**config.mk**
```make
export PLATFORM = sky130hd
export DESIGN_NAME = fetchPredictTop
export DESIGN_NICKNAME = d
export VERILOG_FILES = /design/src/rtl/fetchPredictPkg.sv /design/src/rtl/fetchPredictTop.sv /design/src/rtl/groupDecode.sv /design/src/rtl/nextPcPredict.sv /design/src/rtl/returnStack.sv
export VERILOG_INCLUDE_DIRS = /design/src /design/src/include
export SDC_FILE = /design/constraint.sdc
export NUM_CORES = 1
export LEC_CHECK = 0
export BUFFER_PORTS_ARGS = -buffer_cell sky130_fd_sc_hd__buf_2
export CORE_ASPECT_RATIO = 1.4
export CORE_MARGIN = 2
export CORE_UTILIZATION = 40
export DETAILED_ROUTE_END_ITERATION = 7
export HOLD_SLACK_MARGIN = 0.15
export PLACE_DENSITY_LB_ADDON = 0.1
export SETUP_SLACK_MARGIN = 0.3
export SKIP_CTS_REPAIR_TIMING = 1
export SLEW_MARGIN = 20
export SYNTH_ARGS = -nofsm -noshare
export SYNTH_HDL_FRONTEND = slang
export SYNTH_SLANG_ARGS = --single-unit
```
**constraint.sdc**
```tcl
create_clock -name clk2x -period 12.9 [get_ports clk2x]
set_clock_uncertainty 0.1 [all_clocks]
set_input_delay 2.58 -clock clk2x [delete_from_list [all_inputs] [get_ports clk2x]]
set_output_delay 2.58 -clock clk2x [all_outputs]
set_load 0.1 [all_outputs]
```
**src/include/fetchPredict.svh**
```systemverilog
// shared macros for the fetch predictor RTL
// holds the clocking used by every concurrent assertion
`ifndef FETCH_PREDICT_SVH
`define FETCH_PREDICT_SVH
// ==================================================
`define fpAssertClk @(posedge clk2x) disable iff (rst)
// ==================================================
`endif

```
**src/rtl/fetchPredictPkg.sv**
```systemverilog
// fetch predictor package
// widths, reset PC, default stack depth, slot count
// instruction field layout and the slot kind enum
package fetchPredictPkg;

	// ==================================================
	// widths and constants
	// ==================================================
	localparam int unsigned addrWidth = 32;
	localparam int unsigned instrWidth = 32;
	localparam int unsigned regWidth = 7;
	localparam int unsigned slotCount = 2;
	localparam int unsigned stackDepth = 16;

	// a jump that links to this register is a plain jump and never pushes
	localparam logic [regWidth-1:0] noLinkReg = 7'd96;

	// stack entries and the first prediction come out of reset with this PC
	localparam logic [addrWidth-1:0] resetPc = 32'hFFFFE000;

	// ==================================================
	// instruction field layout
	// ==================================================
	// opcode class in the two low bits
	localparam int unsigned classLsb = 0;
	localparam int unsigned classMsb = 1;
	localparam logic [1:0] classJal = 2'd1;
	localparam logic [1:0] classRet = 2'd2;

	// length in bytes, a zero field counts as one byte
	localparam int unsigned lenLsb = 2;
	localparam int unsigned lenMsb = 4;
	localparam int unsigned lenWidth = lenMsb - lenLsb + 1;

	// link register of a jump
	localparam int unsigned linkLsb = 5;
	localparam int unsigned linkMsb = 11;

	// signed target offset, relative to the slot's own PC
	localparam int unsigned offLsb = 12;
	localparam int unsigned offMsb = 31;
	localparam int unsigned offWidth = offMsb - offLsb + 1;

	// what a slot does to control flow and to the return stack
	typedef enum logic [1:0] {
		kindOther = 2'd0,
		kindCall = 2'd1,
		kindJump = 2'd2,
		kindRet = 2'd3
	} slotKindT;

endpackage

```
**src/rtl/fetchPredictTop.sv**
```systemverilog
// top level of the fetch return-address predictor
// connects the predecoder, the return stack and the next-PC sequencer
`timescale 1ns/10ps

module fetchPredictTop (
	input  logic                                   clk2x,
	input  logic                                   rst,
	input  logic                                   grpValid,
	output logic                                   grpReady,
	input  logic [fetchPredictPkg::addrWidth-1:0]  grpPc,
	input  logic [fetchPredictPkg::instrWidth-1:0] grpInstr0,
	input  logic [fetchPredictPkg::instrWidth-1:0] grpInstr1,
	input  logic [fetchPredictPkg::slotCount-1:0]  grpSlotValid,
	output logic                                   predValid,
	input  logic                                   predReady,
	output logic [fetchPredictPkg::addrWidth-1:0]  predPc
);
	import fetchPredictPkg::*;

	// held group, fed back into the predecoder
	logic [addrWidth-1:0] heldPc;
	logic [instrWidth-1:0] heldInstr0;
	logic [instrWidth-1:0] heldInstr1;
	logic [slotCount-1:0] heldSlotValid;

	// predecoder results
	slotKindT kind0;
	slotKindT kind1;
	logic [addrWidth-1:0] retAddr0;
	logic [addrWidth-1:0] retAddr1;
	logic [addrWidth-1:0] target0;
	logic [addrWidth-1:0] target1;
	logic [addrWidth-1:0] fallPc;

	// stack control and top of stack
	logic stackPhase;
	logic pushEn;
	logic popEn;
	logic [addrWidth-1:0] pushAddr;
	logic [addrWidth-1:0] topAddr;

	groupDecode uDecode (
		.pc(heldPc), .instr0(heldInstr0), .instr1(heldInstr1), .slotValid(heldSlotValid),
		.kind0(kind0), .kind1(kind1), .retAddr0(retAddr0), .retAddr1(retAddr1),
		.target0(target0), .target1(target1), .fallPc(fallPc)
	);

	returnStack #(.depth(stackDepth)) uStack (
		.clk2x(clk2x), .rst(rst), .stackPhase(stackPhase), .pushEn(pushEn),
		.popEn(popEn), .pushAddr(pushAddr), .topAddr(topAddr)
	);

	nextPcPredict uPredict (
		.clk2x(clk2x), .rst(rst), .grpValid(grpValid), .grpReady(grpReady),
		.grpPc(grpPc), .grpInstr0(grpInstr0), .grpInstr1(grpInstr1),
		.grpSlotValid(grpSlotValid), .heldPc(heldPc), .heldInstr0(heldInstr0),
		.heldInstr1(heldInstr1), .heldSlotValid(heldSlotValid), .kind0(kind0),
		.kind1(kind1), .retAddr0(retAddr0), .retAddr1(retAddr1), .target0(target0),
		.target1(target1), .fallPc(fallPc), .topAddr(topAddr), .stackPhase(stackPhase),
		.pushEn(pushEn), .popEn(popEn), .pushAddr(pushAddr), .predValid(predValid),
		.predReady(predReady), .predPc(predPc)
	);

endmodule

```
**src/rtl/groupDecode.sv**
```systemverilog
// two-slot predecoder for a fetch group
// classifies each slot as call, plain jump, return or other
// and works out slot lengths, return addresses, targets and fall-through
`timescale 1ns/10ps

module groupDecode (
	input  logic [fetchPredictPkg::addrWidth-1:0]  pc,
	input  logic [fetchPredictPkg::instrWidth-1:0] instr0,
	input  logic [fetchPredictPkg::instrWidth-1:0] instr1,
	input  logic [fetchPredictPkg::slotCount-1:0]  slotValid,
	output fetchPredictPkg::slotKindT              kind0,
	output fetchPredictPkg::slotKindT              kind1,
	output logic [fetchPredictPkg::addrWidth-1:0]  retAddr0,
	output logic [fetchPredictPkg::addrWidth-1:0]  retAddr1,
	output logic [fetchPredictPkg::addrWidth-1:0]  target0,
	output logic [fetchPredictPkg::addrWidth-1:0]  target1,
	output logic [fetchPredictPkg::addrWidth-1:0]  fallPc
);
	import fetchPredictPkg::*;

	logic [addrWidth-1:0] len0;
	logic [addrWidth-1:0] len1;
	logic [addrWidth-1:0] pc1;

	// ==================================================
	// per-slot field decode
	// ==================================================

	// a jump-and-link only counts as a call when it really writes a link register
	function automatic slotKindT slotKind(
		input logic [instrWidth-1:0] instr,
		input logic                  valid
	);
		logic [1:0] opClass;
		logic [regWidth-1:0] link;
		opClass = instr[classMsb:classLsb];
		link = instr[linkMsb:linkLsb];
		if (!valid) begin
			return kindOther;
		end
		if (opClass == classJal) begin
			return (link == noLinkReg) ? kindJump : kindCall;
		end
		if (opClass == classRet) begin
			return kindRet;
		end
		return kindOther;
	endfunction

	// length field widened to an address, a zero length is taken as one byte
	function automatic logic [addrWidth-1:0] slotLen(input logic [instrWidth-1:0] instr);
		logic [lenWidth-1:0] raw;
		raw = instr[lenMsb:lenLsb];
		if (raw == '0) begin
			raw = lenWidth'(1);
		end
		return addrWidth'(raw);
	endfunction

	// offset is signed, so the size cast sign-extends it
	function automatic logic [addrWidth-1:0] slotOffset(input logic [instrWidth-1:0] instr);
		logic signed [offWidth-1:0] off;
		off = instr[offMsb:offLsb];
		return addrWidth'(off);
	endfunction

	// ==================================================
	// slot addresses
	// ==================================================
	assign len0 = slotLen(instr0);
	assign len1 = slotLen(instr1);

	// slot 1 starts right after slot 0
	assign pc1 = pc + len0;

	assign kind0 = slotKind(instr0, slotValid[0]);
	assign kind1 = slotKind(instr1, slotValid[1]);

	// return address is the byte after the calling slot
	assign retAddr0 = pc1;
	assign retAddr1 = pc1 + len1;

	assign target0 = pc + slotOffset(instr0);
	assign target1 = pc1 + slotOffset(instr1);

	// sequential path past both slots
	assign fallPc = retAddr1;

endmodule

```
**src/rtl/nextPcPredict.sv**
```systemverilog
// group sequencer and next fetch PC chooser
// holds one accepted group, runs phase 0 and phase 1 against the stack
// and hands the chosen PC out on a valid/ready handshake
`timescale 1ns/10ps
`include "fetchPredict.svh"

module nextPcPredict (
	input  logic                                   clk2x,
	input  logic                                   rst,
	input  logic                                   grpValid,
	output logic                                   grpReady,
	input  logic [fetchPredictPkg::addrWidth-1:0]  grpPc,
	input  logic [fetchPredictPkg::instrWidth-1:0] grpInstr0,
	input  logic [fetchPredictPkg::instrWidth-1:0] grpInstr1,
	input  logic [fetchPredictPkg::slotCount-1:0]  grpSlotValid,
	output logic [fetchPredictPkg::addrWidth-1:0]  heldPc,
	output logic [fetchPredictPkg::instrWidth-1:0] heldInstr0,
	output logic [fetchPredictPkg::instrWidth-1:0] heldInstr1,
	output logic [fetchPredictPkg::slotCount-1:0]  heldSlotValid,
	input  fetchPredictPkg::slotKindT              kind0,
	input  fetchPredictPkg::slotKindT              kind1,
	input  logic [fetchPredictPkg::addrWidth-1:0]  retAddr0,
	input  logic [fetchPredictPkg::addrWidth-1:0]  retAddr1,
	input  logic [fetchPredictPkg::addrWidth-1:0]  target0,
	input  logic [fetchPredictPkg::addrWidth-1:0]  target1,
	input  logic [fetchPredictPkg::addrWidth-1:0]  fallPc,
	input  logic [fetchPredictPkg::addrWidth-1:0]  topAddr,
	output logic                                   stackPhase,
	output logic                                   pushEn,
	output logic                                   popEn,
	output logic [fetchPredictPkg::addrWidth-1:0]  pushAddr,
	output logic                                   predValid,
	input  logic                                   predReady,
	output logic [fetchPredictPkg::addrWidth-1:0]  predPc
);
	import fetchPredictPkg::*;

	logic busy;
	logic accept;
	logic slotActive;
	logic recordPc;
	slotKindT slotKind;
	logic [addrWidth-1:0] slotTarget;
	logic [addrWidth-1:0] chosenPc;

	// a new group may enter in the same cycle the previous prediction leaves
	assign grpReady = !busy && (!predValid || predReady);
	assign accept = grpValid && grpReady;

	always_ff @(posedge clk2x) begin
		if (accept) begin
			heldPc <= grpPc;
			heldInstr0 <= grpInstr0;
			heldInstr1 <= grpInstr1;
			heldSlotValid <= grpSlotValid;
		end
	end

	// ==================================================
	// phase sequencer
	// ==================================================
	always_ff @(posedge clk2x) begin
		if (rst) begin
			busy <= 1'b0;
			stackPhase <= 1'b0;
			predValid <= 1'b0;
		end else begin
			if (predValid && predReady) begin
				predValid <= 1'b0;
			end
			if (accept) begin
				busy <= 1'b1;
				stackPhase <= 1'b0;
			end else if (busy && !stackPhase) begin
				stackPhase <= 1'b1;
			end else if (busy) begin
				// phase 1 is done, the prediction is ready on the next cycle
				busy <= 1'b0;
				stackPhase <= 1'b0;
				predValid <= 1'b1;
			end
		end
	end

	// slot 1 only gets a say when slot 0 is ordinary
	always_comb begin
		slotKind = stackPhase ? kind1 : kind0;
		slotTarget = stackPhase ? target1 : target0;
		pushAddr = stackPhase ? retAddr1 : retAddr0;
		slotActive = busy && (!stackPhase || kind0 == kindOther);
		pushEn = slotActive && slotKind == kindCall;
		popEn = slotActive && slotKind == kindRet;
		recordPc = busy && (stackPhase ? kind0 == kindOther : kind0 != kindOther);
		// topAddr here is still the value before this phase's pop lands
		case (slotKind)
			kindRet: chosenPc = topAddr;
			kindCall, kindJump: chosenPc = slotTarget;
			default: chosenPc = fallPc;
		endcase
	end

	always_ff @(posedge clk2x) begin
		if (recordPc) begin
			predPc <= chosenPc;
		end
	end

	// a held prediction must not move under back-pressure
	aPredHeld: assert property (
		`fpAssertClk predValid && !predReady |=> predValid && $stable(predPc)
	) else $error("predPc changed while the prediction was stalled");

endmodule

```
**src/rtl/returnStack.sv**
```systemverilog
// circular return address stack
// slot 0 acts in phase 0 and slot 1 in phase 1, one push or pop per cycle
// grows downward, so a push pre-decrements and a pop post-increments
`timescale 1ns/10ps
`include "fetchPredict.svh"

module returnStack #(
	parameter int unsigned depth = 16
) (
	input  logic                                  clk2x,
	input  logic                                  rst,
	input  logic                                  stackPhase,
	input  logic                                  pushEn,
	input  logic                                  popEn,
	input  logic [fetchPredictPkg::addrWidth-1:0] pushAddr,
	output logic [fetchPredictPkg::addrWidth-1:0] topAddr
);
	import fetchPredictPkg::*;

	// pointer arithmetic wraps on its own, which is what makes the buffer circular
	localparam int unsigned ptrWidth = $clog2(depth);

	logic [addrWidth-1:0] entries [depth];
	logic [ptrWidth-1:0] stackPtr;
	logic [ptrWidth-1:0] pushPtr;

	// ==================================================
	// elaboration check
	// ==================================================

	// the wrap only works when depth fills the pointer exactly
	if (depth < 2 || (depth & (depth - 1)) != 0) begin : gDepthCheck
		$error("returnStack depth must be a power of two and at least 2");
	end

	// ==================================================
	// stack update
	// ==================================================

	// the slot being pushed lands just below the current top
	assign pushPtr = stackPtr - 1'b1;

	always_ff @(posedge clk2x) begin
		if (rst) begin
			// every entry starts out at the reset PC
			for (int i = 0; i < depth; i++) begin
				entries[i] <= resetPc;
			end
			stackPtr <= '0;
		end else if (pushEn) begin
			// overflow silently overwrites the oldest entry
			entries[pushPtr] <= pushAddr;
			stackPtr <= pushPtr;
		end else if (popEn) begin
			// popped entry stays in place and comes back on underflow
			stackPtr <= stackPtr + 1'b1;
		end
	end

	// top is read straight out of the array, no extra cycle
	assign topAddr = entries[stackPtr];

	// ==================================================
	// checks
	// ==================================================

	// the sequencer only ever asks for one operation per slot
	aPushPopExclusive: assert property (
		`fpAssertClk !(pushEn && popEn)
	) else $error("returnStack got push and pop in the same cycle");

	// slot 1 must stay quiet once slot 0 has touched the stack
	aOneOpPerGroup: assert property (
		`fpAssertClk (pushEn || popEn) && !stackPhase |=> !(pushEn || popEn)
	) else $error("returnStack saw two operations in one fetch group");

endmodule
```
==> out/summary.txt, run 1 <==
Reg2Reg Launch Point: uPredict.heldInstr0[3]$_DFFE_PP_
failing checks: DRC
count leader, synth: edfxtp_1
Final Hold Fails: 0
yosys warns: 0
internal power: 3.684 mW
Detailed Route WL: 97640 µm
EDFF count, synth: 642
CTS clk-pin slew, worst paths: 0.06 ns
Max-Slew Margin vs Limit: 30.46%
Clk network pwr share: 37.7%
CTS buffer count: 68
CP Buf/Inv Count: 2
Synth Flop Type: edfxtp_1
post-synth top area share: 59.39%
worst skew pair latency: 0.63 ns
largest stage delay on the critical path: 0.45 ns
first-pass GRT wire length: 143200 µm
WS Path Type: in2out
Max IR drop VDD: 0.0001056 V
Slew Viols, Final: 0
clk sinks: 653
vias in the first global route: 22010
Initial DRC Count: 1750
worst setup path start: predReady
Netlist Area Pre-Place: 32460 µm²
port buffer count: 135
fmax: 167.8 MHz
CP max stage cell: buf_2
largest net degree at the start of global routing: 101
Starting Density: 40.41%
M1 wire length: 39310 µm
Area Overhead vs Synth: 12.85%
adder and majority gate portion of the synthesized area: 3.292%
Post-synth top cells: edfxtp_1 (642), nand2_1 (414), nor2_1 (306)
Chip Height: 341.1 µm
worst min path class: reg2reg
row count: 123
Async S/R FF share, synth: 0%
antenna violations before repair: 0
routed wl met3: 5411 µm
combinational power share: 13.9%
R2R setup slack: 7.10 ns
most used cell, CP: buf_2
CP max FO: 2
Placer Congestion: 0.9434
end of the critical path: grpReady
Finish-stage setup viols: 0
critical path arrival: 3.28 ns
Final period util: 46.21%
vias: 21070
sequential share of the synthesized area: 60.07%
vias per cell: 5.644
RSZ-0062 raised after global routing: no
post-synthesis compound-gate area fraction: 6.325%
core area: 80330 µm²
met2 WL: 50400 µm
Reg power frac: 48.4%
wire length per cell: 26.15 µm
Final Critical Period: 5.961 ns
total gr overflow: 0
mux cell area share after synthesis: 11.54%
final net count: 2809
CP Launch Type: input port
Pwr Density: 137.2 nW/µm²
Switching Power: 1.342 mW
Final ANT Viol Nets: 0
syn avg cell area: 13.02 µm²
Worst setup EP type: output pin
All-Layer GR Usage: 23.51%
Top delay family on crit path: buffers and inverters
largest family of logic cells by synthesized area: simple AND/OR/NAND/NOR gates
share of layout cells above drive strength 1: 19.35%
# IOs: 136
Synth Register Bits: 653
H-tree depth: 3
Die Span X: 244.8 µm
Yosys top cell by area: edfxtp_1
DP HPWL: 64160 µm
clk buf depth: 3
Worst Tran Pin Value: 1.043 ns
final setup margin: 6.939 ns
crit path cell chain: buf_2, nor2b_1, nor2_1, buf_2
Max-Cap Viols: 0
outcome: finished, violations left
dpl ws: 6.930 ns
reg2reg path depth: 18
Synth Area in XOR/XNOR: 3.889%
sw frac: 26.70%
Post-Synthesis Cells: 2494
Area contributors post-synth: edfxtp_1 (59%), mux4_2 (11%), nand2_1 (4.8%)
Synth Net Count: 2679
CP required: 10.22 ns
TritonCTS clock tree: done
die area: 83480 µm²
unique cell type count in the Yosys netlist: 80
critical path depth in cells: 4
worst r2r dst: uPredict.predPc[31]$_DFFE_PP_
diode count: 0
DRT Pass-1 Iters: 7
simple-gate area share of the yosys netlist: 12.43%
clock root buffer: clkbuf_16
setup_tns: 0 ns
DR top layer: met4
number of remaining DRC errors: 1
post-layout util: 45.60%
leak pwr: 11.31 nW
[stage by stage]
step / instance area (µm²) / power, mW / cells / hold WS (ns)
final: 36630 / 5.025 / 3734 / 0.5261
after floorplan: 32460 / 2.934 / 2494 / 0.4418
after global placement: 34500 / 3.166 / 3616 / 0.5203
after detailed placement: 34530 / 3.168 / 3616 / 0.5110
after CTS: 36600 / 5.068 / 3734 / 0.5263
after global routing: 36630 / 5.203 / 3734 / 0.5492
[registers in the layout, summed over array words and instances (netlist names), named ones only]
signal,cells
uPredict.busy,1
uPredict.heldInstr0,32
uPredict.heldInstr1,32
uPredict.heldPc,32
uPredict.heldSlotValid,2
uPredict.predPc,32
uPredict.predValid,1
uPredict.stackPhase,1
uStack.entries,512
uStack.stackPtr,4
[cells by family after synthesis]
logic type | after synthesis
AND/OR/NAND/NOR | 930
flip-flops | 653
AO/OA/AOI/OAI | 317
buffers and inverters | 201
adder cells (fa/ha/maj) | 83
multiplexers | 174
XOR/XNOR | 136
[per-layer routing]
metal | global-route usage [%] | up-vias
met5 | 0 | -
met4 | 6.885 | 0
met3 | 3.334 | 136
met2 | 41.85 | 692
met1 | 29.66 | 10720
li1 | - | 9529
[power by group through the flow]
stage / logic [mW] / clock network, mW / registers (mW)
after global placement: 0.692 / 0 / 2.47
after CTS: 0.698 / 1.94 / 2.43
after global routing: 0.752 / 2.02 / 2.44
final: 0.699 / 1.90 / 2.43
after detailed placement: 0.694 / 0 / 2.47
after floorplan: 0.440 / 0 / 2.49
[cell usage in the layout, fill, tap and decap left out, types with 7 or more instances in the layout]
master | Yosys | routed
edfxtp_1 | 642 | 642
nand2_1 | 414 | 414
nor2_1 | 306 | 305
mux4_2 | 160 | 160
buf_2 | 14 | 135
a21oi_1 | 104 | 103
ha_1 | 79 | 77
xnor2_1 | 78 | 76
buf_4 | 3 | 72
clkbuf_16 | 0 | 68
o21ai_0 | 53 | 53
inv_1 | 52 | 52
nand3_1 | 45 | 45
xor2_1 | 50 | 43
a21o_1 | 31 | 31
nand4_1 | 24 | 24
nor3_1 | 22 | 22
and3_1 | 17 | 17
a211oi_1 | 17 | 17
clkinv_1 | 1 | 17
nand2b_2 | 0 | 16
clkbuf_1 | 113 | 16
nor2b_1 | 14 | 14
o21bai_1 | 13 | 13
and2_1 | 15 | 13
a31oi_1 | 12 | 12
mux2i_1 | 12 | 12
a221oi_1 | 12 | 12
nand2b_1 | 27 | 11
and4_1 | 9 | 9
xnor2_2 | 7 | 9
a21boi_0 | 8 | 8
o211ai_1 | 7 | 7
o31ai_1 | 7 | 7
xor2_2 | 0 | 7
clkinv_2 | 0 | 7
[final cells by class]
type	count	area [µm²]
multi-input cells	1640	12290
clock buffers	86	1789
flip-flops and latches	653	19510
inverters	53	198.9
well taps	1062	1329
clock inverters	32	281.5
repair buffers	208	1236
fillers	7249	43700
[how the worst min path moves through the flow]
stage | startpoint | end | slack, ns | cells after the start
finish | uStack.stackPtr[1]$_SDFFE_PP0N_ | flip-flop | 0.53 | 2
global route | uStack.stackPtr[1]$_SDFFE_PP0N_ | flip-flop | 0.55 | 2
CTS | uStack.stackPtr[1]$_SDFFE_PP0N_ | flip-flop | 0.53 | 2
detailed placement | uStack.stackPtr[1]$_SDFFE_PP0N_ | flip-flop | 0.51 | 2
global placement | uStack.stackPtr[1]$_SDFFE_PP0N_ | flip-flop | 0.52 | 2
floorplan | uPredict.busy$_SDFFE_PP0P_ | uPredict.busy$_SDFFE_PP0P_ | 0.44 | 2
[worst register-to-register path, delay by kind of cell (launching register included)]
family,cells,cell delay [ns]
AOI/OAI and AO/OA,9,2.86
and+or+nand+nor,2,0.41
xor gates and xnor gates,2,0.57
buffers and inverters,2,0.21
adders and majority gates,3,1.00
DFF,1,0.42
(Power assumes the default switching activity.)
==> run 2, diff against run 1 <==
==> constraint.sdc (replaced) <==
create_clock -name clk2x -period 5.14 [get_ports clk2x]
set_clock_uncertainty 0.1 [all_clocks]
set_input_delay 1.028 -clock clk2x [delete_from_list [all_inputs] [get_ports clk2x]]
set_output_delay 1.028 -clock clk2x [all_outputs]
set_load 0.1 [all_outputs]
==> run 2 against run 1 <==
- the flow now finishes without violations
- final cell count rose by 2.6%
- design area increased by 3.1%
- critical path depth is 18 higher
- die area stayed put
- routed wire length up 1.3%
- largest cell class unchanged
- global-route usage up 0.35 points
- critical path type is now reg2reg
- first-iteration DRC count shrank 10%
- hold slack got worse by 0.059 ns
- via count increased by 1.8%
==> out/summary.txt, run 2 (synthesis gave the netlist of run 1 again) <==
CTS buffer count: 69 (was 68)
commonest cells after routing, fill and taps aside: edfxtp_1 (642), nand2_1 (414), nor2_1 (302), mux4_2 (160), buf_4 (144) (was edfxtp_1 (642), nand2_1 (414), nor2_1 (305), mux4_2 (160), buf_2 (135))
Max-Cap Viols: 0 (unchanged)
Top delay family on crit path: compound AO/OA/AOI/OAI gates (was buffers and inverters)
CTS clk-pin slew, worst paths: 0.06 ns (about the same)
Max-Slew Margin vs Limit: 30.35% (was 30.46%)
final net count: 2904 (was 2809)
row count: 123 (unchanged)
R2R setup slack: 0.38 ns (was 7.10 ns)
worst min path class: in2reg (was reg2reg)
largest register by flop count: uStack.entries (unchanged)
Max IR drop VDD: 0.0003311 V (was 0.0001056 V)
share of layout cells above drive strength 1: 23.00% (was 19.35%)
first-pass GRT wire length: 146400 µm (was 143200 µm)
clock root buffer: clkbuf_16 (unchanged)
vias in the first global route: 22560 (was 22010)
Die Span X: 244.8 µm (unchanged)
crit path cell chain: o21bai_1, ha_2, inv_1, fa_2, and2b_2, o2111ai_1, buf_4, nor2_4, nand2_1, xor2_1, inv_1, ha_1, nand3_1, nor3_2, nand3_1, a21oi_2, o31ai_2, buf_4, o31ai_2, xnor2_1, nor2_1, o211a_1 (was buf_2, nor2b_1, nor2_1, buf_2)
PnR Total Power: 12.86 mW (was 5.025 mW)
Initial DRC Count: 1574 (was 1750)
die area: 83480 µm² (unchanged)
largest net degree at the start of global routing: 76 (was 101)
Placer Congestion: 0.9284 (was 0.9434)
antenna violations before repair: 0 (unchanged)
fmax: 210.1 MHz
DP HPWL: 66390 µm (was 64160 µm)
Final ANT Viol Nets: 0 (unchanged)
worst hold path cell count: 1 (was 2)
Final Critical Period: 4.759 ns
Starting Density: 40.41% (unchanged)
DP Area: 35400 µm² (was 34530 µm²)
hold wc startpoint: grpPc[27] (was uStack.stackPtr[1]$_SDFFE_PP0N_)
max FFs per register: 512 (unchanged)
critical path arrival: 5.05 ns (was 3.28 ns)
commonest non-fill, non-tap cell in the layout: edfxtp_1 (unchanged)
Area Overhead vs Synth: 16.37% (was 12.85%)
number of remaining DRC errors: 0 (was 1)
Hold WS: 0.4670 ns (was 0.5261 ns)
Hold EP: uPredict.heldPc[27]$_DFFE_PP_
clk buf depth: 3 (unchanged)
WS Path Type: reg2reg (was in2out)
Chip Height: 341.1 µm (unchanged)
All-Layer GR Usage: 23.85% (was 23.51%)
CP max FO: 6 (was 2)
post-route design area: 37780 µm² (was 36630 µm²)
TritonCTS clock tree: done (unchanged)
largest stage delay on the critical path: 0.41 ns (was 0.45 ns)
reg2reg path depth: 22 (was 18)
core area: 80330 µm² (unchanged)
Final Hold Fails: 0 (unchanged)
CP Buf/Inv Count: 4 (was 2)
Final period util: 92.58%
Slew Viols, Final: 0 (unchanged)
final setup margin: 0.3812 ns (was 6.939 ns)
diode count: 0 (unchanged)
worst skew pair latency: 0.64 ns (was 0.63 ns)
H-tree depth: 3 (unchanged)
RSZ-0062 raised after global routing: yes (was no)
dpl ws: 0.03650 ns (was 6.930 ns)
wire length per cell: 25.80 µm (was 26.15 µm)
Detailed Route WL: 98870 µm (was 97640 µm)
CP required: 5.43 ns (was 10.22 ns)
Worst Tran Pin Value: 1.045 ns (was 1.043 ns)
CP max stage cell: ha_1 (was buf_2)
DRT Pass-1 Iters: 6 (was 7)
CP Launch Type: flip-flop (was input port)
outcome: finished clean (was finished, violations left)
total gr overflow: 0 (unchanged)
clk sinks: 653 (unchanged)
setup_tns: 0 ns (unchanged)
Reg2Reg Launch Point: uPredict.heldInstr0[4]$_DFFE_PP_ (was uPredict.heldInstr0[3]$_DFFE_PP_)
critical path depth in cells: 22 (was 4)
vias: 21460 (was 21070)
port buffer count: 135 (unchanged)
worst r2r dst: uPredict.predPc[31]$_DFFE_PP_ (unchanged)
Pwr Density: 340.4 nW/µm² (was 137.2 nW/µm²)
Worst setup EP type: flip-flop (was output pin)
vias per cell: 5.601 (was 5.644)
leak pwr: 11.89 nW (was 11.31 nW)
Finish-stage setup viols: 0 (unchanged)
# IOs: 136 (unchanged)
[run 2: layer usage]
layer | track usage, % | part of all wire [%] | vias to the layer above
li1 | - | - | 9714
met4 | 7.609 | 2.9 | 0
met1 | 29.95 | 40 | 10880
met2 | 42.90 | 52 | 701
met5 | 0 | 0 | -
met3 | 2.658 | 5.2 | 168
[run 2: stage by stage]
step,instances,utilization (%)
2_1_floorplan,2494,-
3_3_place_gp,3701,44.07
3_5_place_dp,3701,44.07
4_1_cts,3823,46.75
5_1_grt,3832,47.02
6_report,3832,47.02
[run 2: power by group]
| part | total, mW | switching, mW | internal [mW] |
|---|---|---|---|
| sequential | 6.11 | 0.106 | 6.00 |
| combinational | 1.87 | 1.19 | 0.672 |
| clock | 4.89 | 2.16 | 2.73 |
| total | 12.9 | 3.46 | 9.40 |
[run 2: layout make-up]
| cell class | count | area, µm² |
|---|---|---|
| fill | 7238 | 42560 |
| sequential | 653 | 19510 |
| multi-input combinational | 1640 | 12370 |
| timing repair buffer | 302 | 2217 |
| clock buffer | 88 | 1819 |
| tap | 1062 | 1329 |
| clock inverter | 34 | 334.1 |
| inverter | 53 | 198.9 |
[run 2: how the worst max path moves through the flow]
stage | from | end | slack (ns)
after floorplan | uPredict.heldInstr0[3]$_DFFE_PP_ | uPredict.predPc[31]$_DFFE_PP_ | 0.57
after global placement | uPredict.heldInstr0[3]$_DFFE_PP_ | uPredict.predPc[31]$_DFFE_PP_ | 0.06
after detailed placement | uPredict.heldInstr0[3]$_DFFE_PP_ | uPredict.predPc[31]$_DFFE_PP_ | 0.04
after CTS | uPredict.heldInstr0[3]$_DFFE_PP_ | uPredict.predPc[31]$_DFFE_PP_ | 0.05
after global routing | uPredict.heldInstr0[4]$_DFFE_PP_ | uPredict.predPc[31]$_DFFE_PP_ | 0.17
final | uPredict.heldInstr0[4]$_DFFE_PP_ | uPredict.predPc[31]$_DFFE_PP_ | 0.38
